<file path="src/hdl/link_pkg.sv">
// Link package with word, byte and counter types, default widths and the TX state enum
package link_pkg;

   // Widths
   localparam int DATA_W = 16;            // Data word width
   localparam int BYTE_W = 8;             // Link byte width
   localparam int CNT_W = 8;              // Dropped-word counter width

   // FIFO address width, depth is 2**AW
   localparam int FIFO_AW_DEFAULT = 5;    // 32 entries

   // Types that carry meaning on the link
   typedef logic [DATA_W-1:0] word_t;     // One data word
   typedef logic [BYTE_W-1:0] byte_t;     // One link byte
   typedef logic [CNT_W-1:0] count_t;     // Drop counter, wraps

   // Transmit sequencing states
   typedef enum logic [1:0] {
      TX_IDLE = 2'd0,                     // No word in flight
      TX_HI = 2'd1,                       // High byte on the link
      TX_LO = 2'd2                        // Low byte on the link
   } tx_state_t;

endpackage

</file>
<file path="src/hdl/byte_deserializer.sv">
// Deserializer pairing link bytes into words, checking parity and counting drops
module byte_deserializer
   import link_pkg::*;
(
   input  logic   clk,
   input  logic   reset,
   input  byte_t  rx_byte,
   input  logic   rx_valid,
   input  logic   rx_first,               // Byte is the high half
   input  logic   rx_parity,
   input  logic   fifo_full,              // RX FIFO cannot take a word
   output word_t  wdata,
   output logic   wen,                    // One cycle after the low byte
   output count_t drop_count              // Wraps
);

   byte_t hi_q;                           // Held high byte
   logic  hi_ok;                          // High byte parity good
   logic  pending;                        // High byte waiting for its pair
   logic  rx_ok;                          // Parity of current byte good

   // Even parity check over nine bits
   assign rx_ok = ~^{rx_byte, rx_parity};

   // High byte and assembled word payload
   always_ff @(posedge clk) begin
      if (rx_valid && rx_first) begin
         hi_q  <= rx_byte;
         hi_ok <= rx_ok;
      end
      if (rx_valid && !rx_first) begin
         wdata <= {hi_q, rx_byte};
      end
   end

   // Pairing control, write strobe and drop count
   always_ff @(posedge clk) begin
      if (reset) begin
         pending    <= 1'b0;
         wen        <= 1'b0;
         drop_count <= '0;
      end else begin
         wen <= 1'b0;
         if (rx_valid && rx_first) begin
            pending <= 1'b1;
            if (pending) begin
               drop_count <= drop_count + 1'b1;    // Replaced an unpaired high byte
            end
         end else if (rx_valid) begin
            pending <= 1'b0;
            if (pending && hi_ok && rx_ok && !fifo_full) begin
               wen <= 1'b1;               // Word accepted
            end else begin
               drop_count <= drop_count + 1'b1;    // Bad parity, full or orphan low byte
            end
         end
      end
   end

endmodule

</file>
<file path="src/hdl/byte_link.sv">
// Byte link top level with TX FIFO, TX FSM, serializer, deserializer and RX FIFO
module byte_link
   import link_pkg::*;
#(
   parameter int FIFO_AW = FIFO_AW_DEFAULT  // Address width of both FIFOs
) (
   input  logic   clk,
   input  logic   reset,
   // Writer side
   input  word_t  in_data,
   input  logic   in_valid,               // Write strobe
   output logic   in_full,
   // Transmit link
   input  logic   tx_hold,                // Pause between words
   output byte_t  tx_byte,
   output logic   tx_valid,
   output logic   tx_first,
   output logic   tx_parity,
   // Receive link
   input  byte_t  rx_byte,
   input  logic   rx_valid,
   input  logic   rx_first,
   input  logic   rx_parity,
   // Reader side
   output word_t  out_data,               // Head word, combinational
   input  logic   out_ren,                // Read pulse
   output logic   out_empty,
   output logic   out_full,
   output count_t drop_count
);

   word_t tx_word;                        // TX FIFO head to serializer
   logic  in_empty;                       // TX FIFO empty
   logic  load;                           // Pop and capture
   logic  send_lo;                        // Low byte request
   word_t rx_word;                        // Assembled word
   logic  rx_wen;                         // RX FIFO write

   // Transmit buffer
   syncfifo #(
      .AW(FIFO_AW),
      .DW(DATA_W)
   ) u_tx_fifo (
      .clk(clk),
      .reset(reset),
      .wdata(in_data),
      .wen(in_valid),
      .ren(load),
      .rdata(tx_word),
      .empty(in_empty),
      .full(in_full)
   );

   link_tx_ctrl u_tx_ctrl (
      .clk(clk),
      .reset(reset),
      .fifo_empty(in_empty),
      .tx_hold(tx_hold),
      .load(load),
      .send_lo(send_lo)
   );

   byte_serializer u_ser (
      .clk(clk),
      .reset(reset),
      .word_in(tx_word),
      .load(load),
      .send_lo(send_lo),
      .tx_byte(tx_byte),
      .tx_valid(tx_valid),
      .tx_first(tx_first),
      .tx_parity(tx_parity)
   );

   byte_deserializer u_deser (
      .clk(clk),
      .reset(reset),
      .rx_byte(rx_byte),
      .rx_valid(rx_valid),
      .rx_first(rx_first),
      .rx_parity(rx_parity),
      .fifo_full(out_full),
      .wdata(rx_word),
      .wen(rx_wen),
      .drop_count(drop_count)
   );

   // Receive buffer
   syncfifo #(
      .AW(FIFO_AW),
      .DW(DATA_W)
   ) u_rx_fifo (
      .clk(clk),
      .reset(reset),
      .wdata(rx_word),
      .wen(rx_wen),
      .ren(out_ren),
      .rdata(out_data),
      .empty(out_empty),
      .full(out_full)
   );

endmodule

</file>
<file path="src/hdl/byte_serializer.sv">
// Serializer holding the popped word and driving registered link byte, marker and parity
module byte_serializer
   import link_pkg::*;
(
   input  logic  clk,
   input  logic  reset,
   input  word_t word_in,                 // TX FIFO head
   input  logic  load,                    // Capture word, emit high byte
   input  logic  send_lo,                 // Emit low byte of held word
   output byte_t tx_byte,
   output logic  tx_valid,
   output logic  tx_first,                // High only with the high byte
   output logic  tx_parity                // Even parity over byte plus bit
);

   word_t word_q;                         // Word in flight

   // Payload registers
   always_ff @(posedge clk) begin
      if (load) begin
         word_q  <= word_in;
         tx_byte <= word_in[DATA_W-1 -: BYTE_W];
      end else if (send_lo) begin
         tx_byte <= word_q[BYTE_W-1:0];
      end
   end

   // Link control bits
   always_ff @(posedge clk) begin
      if (reset) begin
         tx_valid  <= 1'b0;
         tx_first  <= 1'b0;
         tx_parity <= 1'b0;
      end else if (load) begin
         tx_valid  <= 1'b1;
         tx_first  <= 1'b1;              // Marks start of word
         tx_parity <= ^word_in[DATA_W-1 -: BYTE_W];
      end else if (send_lo) begin
         tx_valid  <= 1'b1;
         tx_first  <= 1'b0;
         tx_parity <= ^word_q[BYTE_W-1:0];
      end else begin
         tx_valid <= 1'b0;                // Idle link cycle
         tx_first <= 1'b0;
      end
   end

endmodule

</file>
<file path="src/hdl/link_tx_ctrl.sv">
// Transmit FSM that pops words from the TX FIFO and sequences high then low byte
module link_tx_ctrl
   import link_pkg::*;
(
   input  logic clk,
   input  logic reset,
   input  logic fifo_empty,               // TX FIFO has no word
   input  logic tx_hold,                  // Remote asks to pause between words
   output logic load,                     // Pop word, send high byte next cycle
   output logic send_lo                   // Send low byte next cycle
);

   tx_state_t state;
   tx_state_t state_next;
   logic      can_start;                  // Word boundary, a new word may begin

   // A new word may start from idle or right behind a low byte
   assign can_start = (state == TX_IDLE) || (state == TX_LO);

   // Hold is only looked at when a word is about to start
   assign load = can_start && !fifo_empty && !tx_hold;

   // Second byte always follows the first, hold cannot split a word
   assign send_lo = (state == TX_HI);

   // Next state
   always_comb begin
      state_next = state;
      case (state)
         TX_IDLE: begin
            if (load) begin
               state_next = TX_HI;        // High byte goes out next
            end
         end
         TX_HI: begin
            state_next = TX_LO;           // Low byte unconditionally
         end
         TX_LO: begin
            if (load) begin
               state_next = TX_HI;        // Back to back words
            end else begin
               state_next = TX_IDLE;      // Empty or held
            end
         end
         default: begin
            state_next = TX_IDLE;         // Recover from illegal code
         end
      endcase
   end

   // State register
   always_ff @(posedge clk) begin
      if (reset) begin
         state <= TX_IDLE;
      end else begin
         state <= state_next;
      end
   end

endmodule

</file>
<file path="src/hdl/syncfifo.sv">
// Small synchronous FIFO with register-array memory, pointers, count and full/empty flags
module syncfifo #(
   parameter int AW = 5,                  // Address width, depth 2**AW
   parameter int DW = 16                  // Data width
) (
   input  logic          clk,
   input  logic          reset,
   input  logic [DW-1:0] wdata,
   input  logic          wen,             // No write when full
   input  logic          ren,             // No read when empty
   output logic [DW-1:0] rdata,           // Head of queue, combinational
   output logic          empty,
   output logic          full
);

   localparam int DEPTH = 2 ** AW;

   logic [DW-1:0] mem [DEPTH];            // Storage array
   logic [AW-1:0] waddr;                  // Next slot to write
   logic [AW-1:0] raddr;                  // Current head slot
   logic [AW:0]   count;                  // Entries stored, 0..DEPTH

   // Pointer, count and flag update
   always_ff @(posedge clk) begin
      if (reset) begin
         waddr <= '0;
         raddr <= '0;
         count <= '0;
         empty <= 1'b1;
         full  <= 1'b0;
      end else begin
         if (wen && ren) begin
            // Occupancy unchanged, flags hold
            waddr <= waddr + 1'b1;
            raddr <= raddr + 1'b1;
         end else if (wen) begin
            waddr <= waddr + 1'b1;
            count <= count + 1'b1;
            empty <= 1'b0;               // Something stored now
            if (count == (AW+1)'(DEPTH - 1)) begin
               full <= 1'b1;              // This write fills it
            end
         end else if (ren) begin
            raddr <= raddr + 1'b1;
            count <= count - 1'b1;
            full  <= 1'b0;               // A slot just freed
            if (count == (AW+1)'(1)) begin
               empty <= 1'b1;             // Last entry leaves
            end
         end
      end
   end

   // Memory write port
   always_ff @(posedge clk) begin
      if (wen) begin
         mem[waddr] <= wdata;
      end
   end

   // Combinational read at the head
   assign rdata = mem[raddr];

endmodule

</file>
<file path="config.mk">
export PLATFORM = sky130hd
export DESIGN_NAME = byte_link
export DESIGN_NICKNAME = d
export VERILOG_FILES = /design/src/hdl/link_pkg.sv /design/src/hdl/byte_deserializer.sv /design/src/hdl/byte_link.sv /design/src/hdl/byte_serializer.sv /design/src/hdl/link_tx_ctrl.sv /design/src/hdl/syncfifo.sv
export SDC_FILE = /design/constraint.sdc
export NUM_CORES = 1
export LEC_CHECK = 0
export ABC_AREA = 1
export BUFFER_PORTS_ARGS = -buffer_cell sky130_fd_sc_hd__buf_2
export CORE_MARGIN = 2
export CORE_UTILIZATION = 67
export CTS_CLUSTER_DIAMETER = 120
export DETAILED_ROUTE_END_ITERATION = 6
export GPL_ROUTABILITY_DRIVEN = 0
export PLACE_DENSITY_LB_ADDON = 0.08
export SLEW_MARGIN = 20
export SYNTH_ARGS = -nofsm -noshare
export SYNTH_HDL_FRONTEND = slang
export SYNTH_SLANG_ARGS = --single-unit
</file>
<file path="constraint.sdc">
create_clock -name clk -period 7.6 [get_ports clk]
set_input_delay 0.38 -clock clk [delete_from_list [all_inputs] [get_ports clk]]
set_output_delay 0.38 -clock clk [all_outputs]
set_load 0.01 [all_outputs]
</file>
==> results of run 1 <==
[cells in the final DEF, fill, tap and decap left out, types with 12 or more instances in the layout]
| cell type | synthesis | layout |
|---|---|---|
| ha_1 | 23 | 23 |
| edfxtp_1 | 1065 | 1065 |
| o21ai_0 | 455 | 455 |
| nor2_1 | 537 | 537 |
| o221ai_1 | 138 | 138 |
| a32oi_1 | 18 | 18 |
| clkbuf_16 | 0 | 106 |
| clkbuf_1 | 150 | 31 |
| xnor2_1 | 12 | 12 |
| buf_4 | 17 | 97 |
| o22ai_1 | 55 | 55 |
| nand2_1 | 450 | 450 |
| nand3_1 | 280 | 280 |
| dfxtp_1 | 61 | 55 |
| a31oi_1 | 24 | 24 |
| a21oi_1 | 38 | 38 |
| inv_1 | 57 | 54 |
| clkinv_1 | 2 | 22 |
| clkbuf_8 | 0 | 12 |
| nor3_1 | 13 | 13 |
| buf_2 | 38 | 69 |
| clkinv_2 | 0 | 16 |
[power by group]
| part | internal [mW] | switching [mW] |
|---|---|---|
| registers | 6.83 | 0.0647 |
| clock network | 2.86 | 2.21 |
| logic | 0.219 | 0.584 |
| total | 9.91 | 2.86 |
[per-layer routing]
layer,vias to the layer above,routed length (um),GRT usage
li1,13044,-,-
met1,14696,40820,0.4198
met2,1771,57180,0.5482
met3,336,10210,0.04224
met4,0,6021,0.1735
met5,-,0,0
[cell type report]
cell class / count / area (sq um)
Clock buffer: 149 / 2934
Timing Repair Buffer: 184 / 1308
Sequential cell: 1126 / 33220
Clock inverter: 49 / 397.9
Fill cell: 3993 / 16480
Tap cell: 864 / 1081
Multi-Input combinational cell: 2083 / 10180
Inverter: 67 / 265.3
[how the worst min path moves through the flow]
stage                                 endpoint  cells past startpoint
3_3_place_gp       u_deser.wdata[12]$_DFFE_PP_                      0
2_1_floorplan  u_tx_ctrl.state[1]$_SDFFE_PP0P_                      1
4_1_cts           u_rx_fifo.empty$_SDFFE_PP1P_                      3
3_5_place_dp        u_deser.wdata[9]$_DFFE_PP_                      0
5_1_grt           u_rx_fifo.empty$_SDFFE_PP1P_                      3
6_report          u_rx_fifo.empty$_SDFFE_PP1P_                      3
[worst min-delay path, delay by kind of cell]
| family | cells | cell delay, ns |
|---|---|---|
| AOI/OAI and AO/OA | 2 | 0.16 |
| buffers and inverters | 1 | 0.13 |
[stage by stage]
step | hold WS (ns) | cells
after global placement | 0.4015 | 4306
after floorplan | 0.3925 | 3500
final | 0.05648 | 4522
after detailed placement | 0.4054 | 4309
after global routing | 0.07185 | 4522
after CTS | 0.02586 | 4516
[cell families after synthesis]
group,after synthesis,share of synthesized area
and+or+nand+nor,1292,0.1174
DFF,1126,0.7431
AOI/OAI and AO/OA,745,0.09952
buffers and inverters,291,0.02904
xor gates and xnor gates,23,0.004508
adders and majority gates,23,0.006441
[what timing repair did]
action                                  in CTS  in global routing
hold buffers                                 9                  0
endpoints found under the setup margin       0                  0
endpoints found under the hold margin       18                  0
[flip-flops by register name, indices dropped and copies added, names as in the netlist, 2 cells and up, named ones only]
signal              flops
u_tx_ctrl.state         2
u_ser.tx_byte           8
u_tx_fifo.mem         512
u_rx_fifo.mem         512
u_tx_fifo.raddr         5
u_tx_fifo.count         6
u_rx_fifo.raddr         5
u_rx_fifo.waddr         5
u_deser.wdata          16
u_deser.hi_q            8
u_tx_fifo.waddr         5
u_ser.word_q            8
u_deser.drop_count      8
u_rx_fifo.count         6
==> impl_metrics.yaml, run 1 <==
outcome:
  status: "complete, but fails checks"
  violations: "DRC"
timing:
  worstMarginPinSlew_ns: 1.065
  final.setup_skew_ns: 0.03273
  min_period_ns: 4.926
  drv_slew: 0
  setup_slack_ns: 2.674
  setup_viol: 0
  rsz0062_at_grt: "false"
  finalHoldViolations: 0
  slew-limit-headroom: 0.2876
  tns_ns: 0
  clock.fmax_mhz: 203.0
  fin_crit_sh: 0.6482
power:
  power.leakage_nw: 16.64
  p_per_area_nw_per_um2: 258.5
  peakVddDrop_v: 0.0002238
  p_total_mw: 12.77
clocking:
  cts.repair.resized: 0
  clockBufferDepth: 3
  htree_levels: 3
  cts_root_buf: "clkbuf_16"
  clock_latency_ns: 0.68
  clkSinkCount: 1126
  post_cts_buffers: 0
  cts_tree: "done"
  cts_buffers: 105
  path_clk_slew_ns: 0.06
routing:
  vias_per_cell: 6.600
  drt_iter0_drc: 4159
  antenna_left: 0
  drtPass1Iterations: 7
  vias: 29847
  wirelength_mm: 114.2
  wl_per_cell_um: 25.26
  drc: 7
place:
  dp_hpwl_mm: 64.81
  io_buffer_count: 69
  postPlaceCellArea_sq_um: 45870
  preCtsSetupSlack_ns: 3.411
synthesis:
  synth_top_cell_area_share: 0.7157
  syn-num-nets: 3555
  ys_seq_area_frac: 0.7431
  synth_most_common_cell: "edfxtp_1"
  yosys_most_used_dff: "edfxtp_1"
  synthTopCellsByCount: "1065 x edfxtp_1, 537 x nor2_1, 455 x o21ai_0, 450 x nand2_1, 280 x nand3_1"
  ys_seq_elements: 1126
  syn_inst: 3500
  yosys_warnings: 0
  synth.area.top_cells: "edfxtp_1 72%, o21ai_0 5.1%, nor2_1 4.5%, nand2_1 3.8%, nand3_1 3.1%"
  synth.avg_cell_area_sq_um: 12.77
  yosysTopAreaCell: "edfxtp_1"
  synth_cell_types: 37
  synthArstFlopShare: 0
  syn-cell-area_sq_um: 44680
  synth_edf_count: 1065
worst_hold_path:
  min_path_type: "input pin to flip-flop"
  hp-start: "out_ren"
cells_and_area:
  num_antenna_cells: 0
  synthToLayoutAreaGrowth_pct: 10.53
  layout-drive-gt1-share: 0.09295
  finalNetCount: 3622
  final_area_sq_um: 49390
  post-route-util: 0.7498
critical_path:
  cp_data_required_time_ns: 7.22
  ff2ff_setup_slack_ns: 3.73
  ff2ff_path_depth: 18
  crit_type: "flip-flop to primary output"
  crit_path_start_kind: "flip-flop"
  slowest_delay_ns: 1.01
  path_depth: 7
  cp-end-kind: "primary output"
  endpoint: "out_data[13]"
  crit_slowest_cell: "dfxtp_4"
  path_max_fanout: 98
  worst-path-buf-inv: 3
  critPathTopFamily: "buffers and inverters"
  worst-endpoint-arrival_ns: 4.55
  path_common_cell: "buf_4"
  rr_endpoint: "u_ser.tx_parity$_SDFFE_PP0P_"
  path_cells: "buf_4 -> buf_4 -> o21ai_0 -> o221ai_1 -> nand3_1 -> a32oi_1 -> buf_2"
die:
  rows: 94
  die_h_um: 262.2
  die_w_um: 262.2
  core_area_sq_um: 65860
  start_util: 0.6784
  ios: 70
  die_area_sq_um: 68770
grt:
  grt_pass1_vias: 28649
  gr-total-overflow: 0
  grt_start_max_net_pins: 122
  grt_use_total: 0.3264
  grt_pass1_wl_mm: 170.0
  grt_antenna_before_repair: 0
run:
  drv_cap: 0
(Power assumes the default switching activity.)
==> inputs of run 2 (changes only) <==
--- a/config.mk
+++ b/config.mk
@@ -8,7 +8,7 @@
 export ABC_AREA = 1
 export BUFFER_PORTS_ARGS = -buffer_cell sky130_fd_sc_hd__buf_2
 export CORE_MARGIN = 2
-export CORE_UTILIZATION = 67
+export CORE_UTILIZATION = 63
 export CTS_CLUSTER_DIAMETER = 120
 export DETAILED_ROUTE_END_ITERATION = 6
 export GPL_ROUTABILITY_DRIVEN = 0
==> constraint.sdc (replaced) <==
create_clock -name clk -period 4.8 [get_ports clk]
set_input_delay 0.24 -clock clk [delete_from_list [all_inputs] [get_ports clk]]
set_output_delay 0.24 -clock clk [all_outputs]
set_load 0.01 [all_outputs]
==> run 2 against run 1 <==
  * The run now ends clean
  * Cell area grew 0.63%
  * Power rose by 60%
  * Clock-buffer cell count is 15 lower
  * Register-to-register slack lost 2.2 ns
  * Worst setup slack worse by 1.6 ns
  * Die area is 6.3% higher
  * Sequential power grew 58%
  * Via count decreased by 1.4%
  * Global-route usage down 1.4 points
  * Cell count rose by 1.9%
==> impl_metrics.yaml, run 2 (synthesis results as in run 1) <==
timing:
  final.setup_skew_ns: 0.03098
  finalHoldViolations: 0
  min_period_ns: 3.706
  worstMarginPinSlew_ns: 1.098
  slew-limit-headroom: 0.2678
  clock.fmax_mhz: 269.8
  setup_viol: 0
  fin_crit_sh: 0.7722
  tns_ns: 0
  rsz0062_at_grt: "false"
  drv_slew: 0
power:
  switching_share: 0.2231
  p_per_area_nw_per_um2: 411.3
  p_switching_mw: 4.561
  peakVddDrop_v: 0.0003482
  p_int_mw: 15.88
  p_seq_frac: 0.532
  combPwrFrac: 0.064
  power.leakage_nw: 16.75
  pwr-share-clk: 0.404
clocking:
  cts_tree: "done"
  clockBufferDepth: 3
  htree_levels: 3
  cts.repair.resized: 0
  cts_buffers: 108
  clock_latency_ns: 0.68
  post_cts_buffers: 0
  clkSinkCount: 1126
  cts_root_buf: "clkbuf_16"
  hold_buffers: 10
  path_clk_slew_ns: 0.06
grt:
  grt_start_max_net_pins: 168
  gr-total-overflow: 0
  grt_antenna_before_repair: 1
  grt_pass1_vias: 28241
  grt_use_total: 0.3125
  grt_pass1_wl_mm: 171.6
routing:
  wl_per_cell_um: 24.93
  vias_per_cell: 6.387
  drt_iter0_drc: 3422
  antenna_left: 0
  drc: 0
  drtPass1Iterations: 5
  wirelength_mm: 114.9
  vias: 29437
place:
  io_buffer_count: 69
  dp_hpwl_mm: 65.71
  place_inst: 4396
cells_and_area:
  layout_commonest_cell: "edfxtp_1"
  synthToLayoutAreaGrowth_pct: 11.23
  finalNonFillerCells: 4609
  finalNetCount: 3636
  multi_input_area_sq_um: 10180
  fillCellCount: 4745
  layout-drive-gt1-share: 0.09787
  seq_area_sq_um: 33220
  final_cell_mix: "1065 x edfxtp_1, 537 x nor2_1, 455 x o21ai_0, 450 x nand2_1, 280 x nand3_1"
  top_regs: "u_rx_fifo.mem (512), u_tx_fifo.mem (512), u_deser.wdata (16)"
critical_path:
  crit_type: "flip-flop to primary output"
  path_common_cell: "buf_4"
  cp-end-kind: "primary output"
  worst-endpoint-arrival_ns: 3.47
  crit_slowest_cell: "inv_6"
  path_max_fanout: 121
  crit_path_start_kind: "flip-flop"
  cp_data_required_time_ns: 4.56
  slowest_delay_ns: 0.59
  path_cells: "inv_6 -> buf_4 -> buf_4 -> o21ai_0 -> o221ai_1 -> nand3_1 -> a32oi_1 -> buf_2"
die:
  die_h_um: 270.3
  ios: 70
  rows: 97
  die_w_um: 270.3
  die_area_sq_um: 73070
  core_area_sq_um: 70150
  start_util: 0.6369
run:
  drv_cap: 0
worst_hold_path:
  min_path_type: "input pin to flip-flop"
  hp-start: "in_data[4]"
outcome:
  status: "finished, final reports clean"
==> run 2: cell types whose count changed in the layout (fill, tap and decap cells not counted), moves of 2 or more <==
cell        before  now
buf_12           0    3
buf_4           97  107
buf_8            7    3
bufinv_16        5    9
clkbuf_1        31   22
clkbuf_16      106  110
clkbuf_8        12    2
clkinv_2        16   23
clkinv_8         3    1
clkinvlp_4       3    5
inv_6            5    9
==> run 2: final cells by class <==
class	instances	share of cell area
sequential	1126	0.6684
multi-input combinational	2083	0.2049
clock buffer	134	0.05760
inverter	67	0.005388
antenna	1	0.00005035
clock inverter	63	0.01140
timing repair buffer	195	0.02857
tap	940	0.02367
==> run 2: routing by layer <==
| layer | up-vias | wire length (um) | GRT usage |
|---|---|---|---|
| met1 | 14588 | 42840 | 0.3955 |
| met5 | - | 0 | 0 |
| met3 | 318 | 8824 | 0.04934 |
| met4 | 0 | 5423 | 0.1393 |
| li1 | 13075 | - | - |
| met2 | 1456 | 57810 | 0.5368 |
==> run 2: power groups by stage <==
stage	Combinational, mW	Sequential (mW)	Clock, mW
global route	1.44	10.9	8.69
floorplan	0.801	11.1	0
global placement	1.22	11.1	0
detailed placement	1.26	11.1	0
finish	1.31	10.9	8.25
CTS	1.28	10.9	8.32
==> run 2: path summary, 6_finish.rpt <==
check                                                       to  depth (start not counted)  slack [ns]
worst max-delay path                               out_data[5]                          8        1.09
worst min-delay path            u_tx_fifo.mem[29][4]$_DFFE_PP_                          1        0.08
worst min register to register     u_deser.wdata[10]$_DFFE_PP_                          0        0.42
worst max register to register    u_ser.tx_parity$_SDFFE_PP0P_                         18        1.53
==> run 2: worst max-delay path: cells and delay by family (launching register included) <==
family / cells / cell delay [ns]
flip-flops: 1 / 0.37
buffers and inverters: 4 / 1.58
AO/OA/AOI/OAI: 3 / 0.63
AND/OR/NAND/NOR: 1 / 0.18
==> run 2: per-stage QoR <==
step / setup WS, ns / hold slack, ns / area [sq um] / util / total power, mW
2_1_floorplan: 2.006 / 0.3389 / 44680 / - / 11.88
3_3_place_gp: 1.725 / 0.4014 / 46050 / 0.6565 / 12.32
3_5_place_dp: 1.605 / 0.4066 / 46080 / 0.6569 / 12.37
4_1_cts: 1.099 / 0.05373 / 49610 / 0.7072 / 20.49
5_1_grt: 0.9040 / 0.08915 / 49700 / 0.7084 / 21.01
6_report: 1.094 / 0.07989 / 49700 / 0.7085 / 20.44
